==> config.mk <==
export PLATFORM = sky130hd
export DESIGN_NAME = fetch_top
export DESIGN_NICKNAME = d
export VERILOG_FILES = /design/src/common/fetch_pkg.sv /design/src/common/axi_rd_if.sv /design/src/ifu/ifu.sv /design/src/fetch_queue.sv /design/src/fetch_top.sv /design/src/inst_rom.sv
export VERILOG_INCLUDE_DIRS = /design/src /design/src/common
export SDC_FILE = /design/constraint.sdc
export NUM_CORES = 1
export LEC_CHECK = 0
export BUFFER_PORTS_ARGS = -buffer_cell sky130_fd_sc_hd__buf_4
export CORE_ASPECT_RATIO = 2
export CORE_MARGIN = 3
export CORE_UTILIZATION = 54
export CTS_CLUSTER_SIZE = 24
export DETAILED_ROUTE_END_ITERATION = 10
export PLACE_DENSITY_LB_ADDON = 0.3
export SYNTH_ARGS = -nofsm -noshare
export SYNTH_HDL_FRONTEND = slang
export SYNTH_HIERARCHICAL = 1
export SYNTH_SLANG_ARGS = --single-unit
==> constraint.sdc <==
create_clock -name clk -period 3.1 [get_ports clk]
set_input_delay 0.155 -clock clk [delete_from_list [all_inputs] [get_ports clk]]
set_output_delay 0.155 -clock clk [all_outputs]
set_load 0.01 [all_outputs]
==> src/common/fetch_cfg.svh <==
// build-time constants; memory depth must stay a power of two for the index math
`ifndef FETCH_CFG_SVH
`define FETCH_CFG_SVH

// pc right after reset
`define FETCH_RESET_PC 32'h3000_0000

// instruction memory depth in 32-bit words
// index is pc[.. : 2] modulo this depth
`define IMEM_WORDS 64

// upper bound of wait states per AXI channel
// drawn per transfer from 0 up to this value
`define IMEM_MAX_WAIT 3

// entries in the fetch queue
`define FQ_DEPTH 2

`endif

==> src/imem.hex <==
// one 32-bit instruction word per line in hex, word index 0 to 63 in order
00000013
00100093
00200113
00300193
00400213
00500293
00600313
00700393
00800413
00900493
00a00513
00b00593
00c00613
00d00693
00e00713
00f00793
01000813
01100893
01200913
01300993
01400a13
01500a93
01600b13
01700b93
01800c13
01900c93
01a00d13
01b00d93
01c00e13
01d00e93
01e00f13
01f00f93
02000013
02100093
02200113
02300193
02400213
02500293
02600313
02700393
02800413
02900493
02a00513
02b00593
02c00613
02d00693
02e00713
02f00793
03000813
03100893
03200913
03300993
03400a13
03500a93
03600b13
03700b93
03800c13
03900c93
03a00d13
03b00d93
03c00e13
03d00e93
03e00f13
03f00f93

==> src/common/fetch_pkg.sv <==
// fetch state type only; 2'b10 is not a legal state and sends the fetch unit back to idle
package fetch_pkg;

	// request/response states of the fetch unit
	// idle    no read outstanding, may start one
	// address arvalid up, waiting for arready
	// wait    rready up, waiting for rvalid
	typedef enum logic [1:0] {
		IFU_IDLE = 2'b00,
		IFU_ADDR = 2'b01,
		IFU_WAIT = 2'b11
	} ifu_state_t;

	// 2'b10 is unused
	// the fetch unit falls back to idle if it ever lands there

endpackage

==> src/common/axi_rd_if.sv <==
// read-only AXI-Lite subset with OKAY responses only, plus the valid/ready fetch link
`timescale 1ns/1ps

// AR and R channels of AXI-Lite
interface axi_rd_if;
	// read address channel
	logic [31:0] araddr;
	logic        arvalid;
	logic        arready;
	// read data channel
	logic [31:0] rdata;
	logic        rvalid;
	logic        rready;

	// fetch unit side
	modport master (
		output araddr, arvalid, rready,
		input  arready, rvalid, rdata
	);

	// memory side
	modport slave (
		input  araddr, arvalid, rready,
		output arready, rvalid, rdata
	);
endinterface

// one fetched word and the pc it came from
interface fetch_if;
	logic        valid;
	logic        ready;
	logic [31:0] pc;
	logic [31:0] inst;

	// fetch unit
	modport producer (output valid, pc, inst, input ready);

	// fetch queue
	modport consumer (input valid, pc, inst, output ready);
endinterface

==> src/ifu/ifu.sv <==
// one read outstanding at a time; redirect and exc must be single-cycle pulses, exc has priority
`timescale 1ns/1ps
`include "fetch_cfg.svh"

module ifu (
	input  logic        clk,
	input  logic        reset,
	input  logic        redirect,
	input  logic [31:0] redirect_pc,
	input  logic        exc,
	input  logic [31:0] mtvec,
	axi_rd_if.master    mem,
	fetch_if.producer   out
);

	fetch_pkg::ifu_state_t state;

	// pc of the word in the output slot, or of the next one to fetch
	logic [31:0] pc;
	logic [31:0] pc_next;

	// bus side registers
	logic [31:0] araddr_q;
	logic        arvalid_q;
	logic        rready_q;

	// output slot
	logic        valid_q;
	logic [31:0] inst_q;

	// epoch of the current path and of the read in flight
	logic [1:0]  cur_epoch;
	logic [1:0]  req_epoch;
	logic [1:0]  epoch_next;

	logic        flush;
	logic        handover;
	logic        start;
	logic        r_done;
	logic        capture;

	assign flush    = redirect | exc;
	assign handover = valid_q & out.ready;

	// new read only when the slot is free or emptying this cycle
	assign start = (state == fetch_pkg::IFU_IDLE) & (~valid_q | handover);

	assign r_done = mem.rvalid & rready_q;

	// stale responses are drained but never land in the slot
	assign capture = (state == fetch_pkg::IFU_WAIT) & r_done &
		(req_epoch == cur_epoch) & ~flush;

	assign epoch_next = cur_epoch + {1'b0, flush};

	// exc beats redirect, both beat the sequential step
	always_comb begin
		if (exc)
			pc_next = mtvec;
		else if (redirect)
			pc_next = redirect_pc;
		else if (handover)
			pc_next = {pc[31:2] + 30'd1, 2'b00};
		else
			pc_next = pc;
	end

	always_ff @(posedge clk) begin
		if (reset)
			pc <= `FETCH_RESET_PC;
		else
			pc <= pc_next;
	end

	// tag taken at issue, so a redirect during the address phase already marks it stale
	always_ff @(posedge clk) begin
		if (reset) begin
			cur_epoch <= 2'd0;
			req_epoch <= 2'd0;
		end else begin
			cur_epoch <= epoch_next;
			if (start)
				req_epoch <= epoch_next;
		end
	end

	always_ff @(posedge clk) begin
		if (reset) begin
			state     <= fetch_pkg::IFU_IDLE;
			arvalid_q <= 1'b0;
			rready_q  <= 1'b0;
			valid_q   <= 1'b0;
		end else begin
			case (state)
				fetch_pkg::IFU_IDLE: begin
					if (start) begin
						arvalid_q <= 1'b1;
						state     <= fetch_pkg::IFU_ADDR;
					end
				end
				fetch_pkg::IFU_ADDR: begin
					// address accepted, open the data channel
					if (mem.arready) begin
						arvalid_q <= 1'b0;
						rready_q  <= 1'b1;
						state     <= fetch_pkg::IFU_WAIT;
					end
				end
				fetch_pkg::IFU_WAIT: begin
					if (r_done) begin
						rready_q <= 1'b0;
						state    <= fetch_pkg::IFU_IDLE;
					end
				end
				default: state <= fetch_pkg::IFU_IDLE;
			endcase

			// later assignments win
			if (handover)
				valid_q <= 1'b0;
			if (capture)
				valid_q <= 1'b1;
			if (flush)
				valid_q <= 1'b0;
		end
	end

	// address held from issue until the handshake
	always_ff @(posedge clk) begin
		if (start)
			araddr_q <= pc_next;
		if (capture)
			inst_q <= mem.rdata;
	end

	assign mem.araddr  = araddr_q;
	assign mem.arvalid = arvalid_q;
	assign mem.rready  = rready_q;

	assign out.valid = valid_q;
	assign out.pc    = pc;
	assign out.inst  = inst_q;

endmodule

==> src/fetch_queue.sv <==
// pc/instruction FIFO in front of decode; flush drops every entry, including a push in the same cycle
`timescale 1ns/1ps
`include "fetch_cfg.svh"

module fetch_queue (
	input  logic        clk,
	input  logic        reset,
	input  logic        flush,
	fetch_if.consumer   in,
	output logic        out_valid,
	input  logic        out_ready,
	output logic [31:0] out_pc,
	output logic [31:0] out_inst
);

	localparam int DEPTH = `FQ_DEPTH;
	localparam int PTR_W = (DEPTH > 1) ? $clog2(DEPTH) : 1;
	localparam int CNT_W = $clog2(DEPTH + 1);

	logic [31:0]      pc_mem   [DEPTH];
	logic [31:0]      inst_mem [DEPTH];
	logic [PTR_W-1:0] rd_ptr;
	logic [PTR_W-1:0] wr_ptr;
	logic [CNT_W-1:0] count;
	logic             push;
	logic             pop;

	// step with wrap for any depth
	function automatic logic [PTR_W-1:0] ptr_inc(input logic [PTR_W-1:0] p);
		if (p == PTR_W'(DEPTH - 1))
			return '0;
		return p + 1'b1;
	endfunction

	assign in.ready  = (count != CNT_W'(DEPTH));
	assign out_valid = (count != '0);
	assign out_pc    = pc_mem[rd_ptr];
	assign out_inst  = inst_mem[rd_ptr];

	assign push = in.valid & in.ready;
	assign pop  = out_valid & out_ready;

	always_ff @(posedge clk) begin
		if (reset) begin
			rd_ptr <= '0;
			wr_ptr <= '0;
			count  <= '0;
		end else if (flush) begin
			// a pop this cycle was already seen by decode
			rd_ptr <= '0;
			wr_ptr <= '0;
			count  <= '0;
		end else begin
			if (push)
				wr_ptr <= ptr_inc(wr_ptr);
			if (pop)
				rd_ptr <= ptr_inc(rd_ptr);
			case ({push, pop})
				2'b10:   count <= count + 1'b1;
				2'b01:   count <= count - 1'b1;
				default: count <= count;
			endcase
		end
	end

	// entry storage
	always_ff @(posedge clk) begin
		if (push) begin
			pc_mem[wr_ptr]   <= in.pc;
			inst_mem[wr_ptr] <= in.inst;
		end
	end

endmodule

==> src/fetch_top.sv <==
// fetch front end top; redirect and exc are one-cycle pulses, exc wins when both arrive together
`timescale 1ns/1ps

module fetch_top (
	input  logic        clk,
	input  logic        reset,
	input  logic        redirect,
	input  logic [31:0] redirect_pc,
	input  logic        exc,
	input  logic [31:0] mtvec,
	output logic        out_valid,
	input  logic        out_ready,
	output logic [31:0] out_pc,
	output logic [31:0] out_inst
);

	// fetch unit to memory
	axi_rd_if u_axi ();

	// fetch unit to queue
	fetch_if u_fq ();

	// either event kills the queued wrong-path words
	logic flush;
	assign flush = redirect | exc;

	ifu u_ifu (
		.clk         (clk),
		.reset       (reset),
		.redirect    (redirect),
		.redirect_pc (redirect_pc),
		.exc         (exc),
		.mtvec       (mtvec),
		.mem         (u_axi.master),
		.out         (u_fq.producer)
	);

	inst_rom u_rom (
		.clk   (clk),
		.reset (reset),
		.mem   (u_axi.slave)
	);

	fetch_queue u_queue (
		.clk       (clk),
		.reset     (reset),
		.flush     (flush),
		.in        (u_fq.consumer),
		.out_valid (out_valid),
		.out_ready (out_ready),
		.out_pc    (out_pc),
		.out_inst  (out_inst)
	);

endmodule

==> src/inst_rom.sv <==
// read-only word memory, preloaded from imem.hex; address wraps modulo the depth, response always OKAY
`timescale 1ns/1ps
`include "fetch_cfg.svh"

module inst_rom (
	input logic     clk,
	input logic     reset,
	axi_rd_if.slave mem
);

	localparam int IDX_W = $clog2(`IMEM_WORDS);
	localparam int CNT_W = $clog2(`IMEM_MAX_WAIT + 2);

	logic [31:0]      rom [`IMEM_WORDS];
	logic [15:0]      lfsr;
	logic             data_phase;
	logic [CNT_W-1:0] wait_cnt;
	logic [CNT_W-1:0] draw;
	logic [IDX_W-1:0] rd_idx;

	initial $readmemh("/design/src/imem.hex", rom);

	// wait count for the next phase, 0 to max
	assign draw = CNT_W'(lfsr % 16'(`IMEM_MAX_WAIT + 1));

	// ready and valid open when the count runs out
	assign mem.arready = ~data_phase & (wait_cnt == '0);
	assign mem.rvalid  = data_phase & (wait_cnt == '0);
	assign mem.rdata   = rom[rd_idx];

	// x^16 + x^14 + x^13 + x^11, steps every cycle
	always_ff @(posedge clk) begin
		if (reset)
			lfsr <= 16'hace1;
		else
			lfsr <= {lfsr[14:0], lfsr[15] ^ lfsr[13] ^ lfsr[12] ^ lfsr[10]};
	end

	always_ff @(posedge clk) begin
		if (reset) begin
			data_phase <= 1'b0;
			wait_cnt   <= '0;
		end else if (!data_phase) begin
			// address stall only counts while a request is up
			if (mem.arvalid && mem.arready) begin
				data_phase <= 1'b1;
				wait_cnt   <= draw;
			end else if (mem.arvalid && wait_cnt != '0) begin
				wait_cnt <= wait_cnt - 1'b1;
			end
		end else begin
			if (mem.rvalid && mem.rready) begin
				data_phase <= 1'b0;
				wait_cnt   <= draw;
			end else if (wait_cnt != '0) begin
				wait_cnt <= wait_cnt - 1'b1;
			end
		end
	end

	// word index from pc bits above bit 1
	always_ff @(posedge clk) begin
		if (mem.arvalid && mem.arready)
			rd_idx <= mem.araddr[IDX_W+1:2];
	end

endmodule

==> run_results.csv, run 1 <==
group,metric,value,unit
clock_network,cts_tree,"built",
grt,grt_pass1_vias,5732,
worst_setup_path,cp_top_family,"flip-flops",
hold_path,worstHoldPathType,"in -> reg",
detailed_routing,via_count,5664,
pwr,intPower,4.89,mW
cells_and_area,regArea,0.00613,mm²
cells_and_area,area_growth_syn_to_layout,20.9,%
worst_setup_path,crit_slowest_cell,"dfxtp_2",
die,die_h,191,µm
worst_setup_path,path_cells,"buf_4 -> mux2_2 -> buf_4",
yosys,syn-instance-count,665,
timing,rsz0062_at_grt,"no",
timing,finalSetupTns,0,ps
detailed_routing,drt.antenna.violating_nets,0,
worst_setup_path,rr_startpoint,"u_rom/wait_cnt[1]",
placed_design,pre_cts_slack,739,ps
worst_setup_path,required,2940,ps
grt,grtUsageTotal,0.192,
cells_and_area,diodes,0,
timing,hold_viol_final,0,
cells_and_area,fin_util,0.666,
timing,whs,13.5,ps
timing,worst_pin_slew,696,ps
detailed_routing,viasPerCell,5.46,
cells_and_area,multi_input_area,0.00282,mm²
placed_design,portBuffers,133,
cells_and_area,nNetsFinal,893,
die,ios,134,
pwr,pwr-share-comb,0.081,
pwr,pwr-share-seq,0.546,
pwr,leakagePower,4.07,nW
timing,drv_slew,0,
detailed_routing,firstDrtPassIters,5,
timing,relSlewSlack,0.536,
clock_network,numCtsBuffers,19,
timing,fin_ws,735,ps
timing,finalClockSkew,9.23,ps
yosys,syn_area_per_cell,13.9,µm²
die,start_util,0.550,
pwr,p_total,6.24,mW
die,num_rows,67,
grt,grt_pass1_wl,28.7,mm
worst_setup_path,cp_slowest_stage_delay,770,ps
status,status,"finished clean",
placed_design,routabilityCongestion,0.833,
clock_network,cts.clk_slew.worst_paths,60,ps
clock_network,clockBufferDepth,3,
worst_setup_path,r2r_slack,750,ps
clock_network,clockRootBuffer,"clkbuf_16",
clock_network,htree_levels,1,
timing,setup_violations,0,
grt,overflow,0,
pwr,pwr-share-clk,0.373,
cells_and_area,drive_gt1_frac,0.314,
job,max_cap_viol_count,0,
yosys,yosys_warnings,6,
pwr,p_per_area,560,mW/mm²
die,dieWidth,98.4,µm
pwr,p_sw_frac,0.217,
hold_path,hold_start,"mtvec[4]",
detailed_routing,wl_per_cell,17.5,µm
yosys,syn-cell-area,0.00923,mm²
pwr,p_sw,1.35,mW
clock_network,cts_resized,0,
timing,final.period_utilization,0.763,
timing,fmax,0.423,GHz
timing,post-route-min-period,2360,ps
worst_setup_path,cp_common_cell,"buf_4",
clock_network,cts.sinks,226,
worst_setup_path,cp-end-kind,"primary output",
worst_setup_path,path_max_fanout,29,
worst_setup_path,crit_buf_inv,2,
detailed_routing,wirelength,18.1,mm
placed_design,dp_hpwl,12.6,mm
detailed_routing,route.detailed.drc,0,
die,die_area,0.0188,mm²
pwr,max-vdd-ir-drop,0.567,mV
die,coreArea,0.0168,mm²
cells_and_area,fillCellCount,1219,
worst_setup_path,crit_path_start_kind,"flip-flop",
clock_network,clock_latency,470,ps
detailed_routing,drt_iter0_drc,291,
grt,antenna_found_initial,0,
grt,grt_max_degree,50,
worst_setup_path,critPathKind,"reg -> out",
worst_setup_path,worstPathArrival,2210,ps
## power by group through the flow
stage | Clock [mW] | Combinational (mW) | Sequential, mW
global route | 2.51 | 0.560 | 3.42
floorplan | 0 | 0.355 | 3.44
global placement | 0 | 0.442 | 3.46
finish | 2.33 | 0.506 | 3.41
CTS | 2.38 | 0.497 | 3.41
detailed placement | 0 | 0.471 | 3.47
## worst min-delay path, delay by kind of cell
kind	cells	cell delay, ps
buf+inv	1	70
mux	1	120
simple gates	1	110
## state kept, by name, summed over array words and instances, names as in the netlist, named ones only
name / flops
u_ifu/out.valid: 1
u_rom/wait_cnt: 3
u_ifu/out.pc: 32
u_queue/pc_mem: 64
u_ifu/cur_epoch: 2
u_ifu/mem.rready: 1
u_queue/count: 2
u_queue/rd_ptr: 1
u_queue/wr_ptr: 1
u_rom/data_phase: 1
u_ifu/out.inst: 32
u_rom/lfsr: 16
u_ifu/state: 2
u_ifu/req_epoch: 2
u_ifu/mem.arvalid: 1
u_queue/inst_mem: 64
## final timing paths
kind / end / depth (start not counted)
worst max register to register: u_ifu/out.inst[27] / 8
worst max-delay path: out_pc[23] / 3
worst min register to register: u_rom/lfsr[6] / 1
worst min-delay path: u_ifu/out.pc[4] / 3
## area by class of cell
class / count / area share
multi-input combinational: 398 / 0.253
inverter: 14 / 0.00471
sequential: 226 / 0.549
clock inverter: 11 / 0.0110
timing repair buffer: 160 / 0.114
clock buffer: 22 / 0.0445
tap: 207 / 0.0232
## routing by layer
metal / vias to the layer above / wire length [µm] / GRT usage
li1: 2724 / - / -
met1: 2708 / 6440 / 0.214
met2: 180 / 9970 / 0.359
met3: 52 / 935 / 0.0227
met4: 0 / 775 / 0.0905
met5: - / 0 / 0
## per-stage QoR
step / instances / instance area, µm²
floorplan: 696 / 9350
global placement: 985 / 10300
detailed placement: 985 / 10300
CTS: 1038 / 11200
global route: 1038 / 11200
finish: 1038 / 11200
## timing repair
action / 4_1_cts / 5_1_grt
setup buffers: 0 / 0
hold endpoints to repair: 13 / 0
hold buffers: 20 / 0
## cells in the final DEF, fill, tap and decap left out, types with 8 or more instances in the layout
cell	instances
or2_2	10
xnor2_1	10
xor2_1	13
dfxtp_1	65
nand3_1	12
dlygate4sd3_1	20
edfxtp_1	160
buf_4	138
and2_1	20
o21ai_0	17
clkbuf_16	19
nand4_1	9
nor2_1	20
mux2_2	67
a21oi_1	23
nand2_1	27
inv_1	13
a22oi_1	19
nor2b_1	14
and4_1	8
conb_1	32
Note: power is estimated with default switching activity, not from simulation.
==> inputs of run 2 (changes only) <==
--- a/config.mk
+++ b/config.mk
@@ -9,7 +9,7 @@
 export BUFFER_PORTS_ARGS = -buffer_cell sky130_fd_sc_hd__buf_4
 export CORE_ASPECT_RATIO = 2
 export CORE_MARGIN = 3
-export CORE_UTILIZATION = 54
+export CORE_UTILIZATION = 55
 export CTS_CLUSTER_SIZE = 24
 export DETAILED_ROUTE_END_ITERATION = 10
 export PLACE_DENSITY_LB_ADDON = 0.3
==> constraint.sdc (replaced) <==
create_clock -name clk -period 2.3 [get_ports clk]
set_input_delay 0.115 -clock clk [delete_from_list [all_inputs] [get_ports clk]]
set_output_delay 0.115 -clock clk [all_outputs]
set_load 0.01 [all_outputs]
==> run_results.csv, run 2 (synthesis gave the netlist of run 1 again) <==
group,metric,value,unit
status,status,"finished clean",
cells_and_area,final_cell_mix,"edfxtp_1 (160), buf_4 (138), mux2_2 (67)",
cells_and_area,largestRegisters,"u_queue/inst_mem (64), u_queue/pc_mem (64)",
hold_path,worstHoldPathType,"in -> reg",
detailed_routing,drt_iter0_drc,298,
cells_and_area,nNetsFinal,905,
clock_network,clockRootBuffer,"clkbuf_16",
clock_network,htree_levels,1,
clock_network,cts.clk_slew.worst_paths,70,ps
pwr,pwr-share-seq,0.550,
timing,finalClockSkew,9.14,ps
detailed_routing,route.detailed.drc,0,
timing,finalSetupTns,0,ps
placed_design,pre_cts_slack,104,ps
cells_and_area,area_growth_syn_to_layout,22.4,%
pwr,p_sw,1.88,mW
detailed_routing,wl_per_cell,17.8,µm
pwr,max-vdd-ir-drop,0.647,mV
timing,worst_pin_slew,654,ps
detailed_routing,wirelength,18.6,mm
cells_and_area,layout_commonest_cell,"edfxtp_1",
worst_setup_path,cp-end-kind,"flip-flop",
die,coreArea,0.0164,mm²
timing,hold_viol_final,0,
die,num_rows,66,
pwr,intPower,6.49,mW
detailed_routing,drt.antenna.violating_nets,0,
pwr,p_total,8.38,mW
pwr,p_sw_frac,0.225,
timing,setup_violations,0,
worst_setup_path,r2r_slack,80,ps
grt,grt_max_degree,65,
timing,final.period_utilization,0.965,
timing,fmax,0.451,GHz
grt,grtUsageTotal,0.197,
die,die_area,0.0185,mm²
detailed_routing,firstDrtPassIters,5,
pwr,leakagePower,4.10,nW
clock_network,numCtsBuffers,19,
die,start_util,0.564,
worst_setup_path,worstPathArrival,2410,ps
detailed_routing,via_count,5771,
job,max_cap_viol_count,0,
clock_network,clockBufferDepth,3,
placed_design,dp_hpwl,12.6,mm
timing,post-route-min-period,2220,ps
grt,overflow,0,
cells_and_area,diodes,0,
clock_network,cts_tree,"built",
worst_setup_path,required,2490,ps
worst_setup_path,crit_path_start_kind,"flip-flop",
cells_and_area,fillCellCount,1144,
pwr,p_per_area,742,mW/mm²
grt,grt_pass1_wl,29.5,mm
detailed_routing,viasPerCell,5.51,
cells_and_area,fin_util,0.691,
clock_network,clock_latency,480,ps
timing,drv_slew,0,
pwr,pwr-share-comb,0.092,
worst_setup_path,critPathKind,"reg -> reg",
clock_network,cts.sinks,226,
cells_and_area,drive_gt1_frac,0.313,
grt,antenna_found_initial,0,
worst_setup_path,path_max_fanout,16,
timing,relSlewSlack,0.563,
placed_design,portBuffers,133,
timing,rsz0062_at_grt,"no",
timing,fin_ws,80.9,ps
die,die_h,189,µm
grt,grt_pass1_vias,6000,
die,ios,134,
clock_network,post_cts_buffers,0,
die,dieWidth,97.6,µm
pwr,pwr-share-clk,0.358,
placed_design,routabilityCongestion,0.938,
## run 2: cell count changes in the layout (fill, tap and decap cells not counted), sizes merged
cell         change
dlygate4sd3      +9
bufinv           -1
clkinvlp         +2
clkinv           +2
inv              -1
buf              +2
clkbuf           -1
## run 2: path summary, 6_finish.rpt
path                        to  cells past startpoint              start
max          u_ifu/out.inst[7]                      8  u_rom/wait_cnt[0]
min           u_ifu/out.pc[10]                      4    redirect_pc[10]
max reg2reg  u_ifu/out.inst[7]                      8  u_rom/wait_cnt[0]
min reg2reg     u_rom/lfsr[15]                      1     u_rom/lfsr[14]
## run 2: stage by stage
step,hold slack (ps),instances,instance area [µm²]
detailed placement,385,984,10400
global route,17.0,1047,11300
finish,1.47,1047,11300
global placement,382,984,10400
CTS,0.265,1046,11300
floorplan,260,696,9360
## run 2: per-layer routing
layer / track usage / vias up / part of all wire
li1: - / 2743 / -
met1: 0.220 / 2797 / 0.36
met2: 0.369 / 190 / 0.55
met3: 0.0240 / 41 / 0.046
met4: 0.0901 / 0 / 0.038
met5: 0 / - / 0
## run 2: worst max-delay path, cell delays in order (launching register included)
cell,delay (ps)
dfxtp_1,330
inv_1,60
ha_1,220
ha_4,200
and2_1,150
nand2_1,80
or4_1,500
nor2_4,180
clkbuf_16,210
## run 2: layout make-up
class | count | area, µm² | area share
clock buffers | 20 | 479 | 0.0424
clock inverters | 13 | 105 | 0.00931
inverters | 14 | 56.3 | 0.00499
multi-input cells | 398 | 2840 | 0.251
flip-flops and latches | 226 | 6130 | 0.543
well taps | 204 | 255 | 0.0226
repair buffers | 172 | 1430 | 0.127
## run 2: power groups by stage
stage	Clock, mW	Sequential (mW)	Combinational [mW]
floorplan	0	4.64	0.485
global placement	0	4.68	0.602
detailed placement	0	4.69	0.663
CTS	3.07	4.60	0.713
global route	3.26	4.62	0.843
finish	3.00	4.60	0.771
## run 2: repair_timing
item,in CTS,in global routing
endpoints found under the hold margin,19,0
hold buffers,29,0
setup endpoints to repair,0,32
resized for setup,0,1
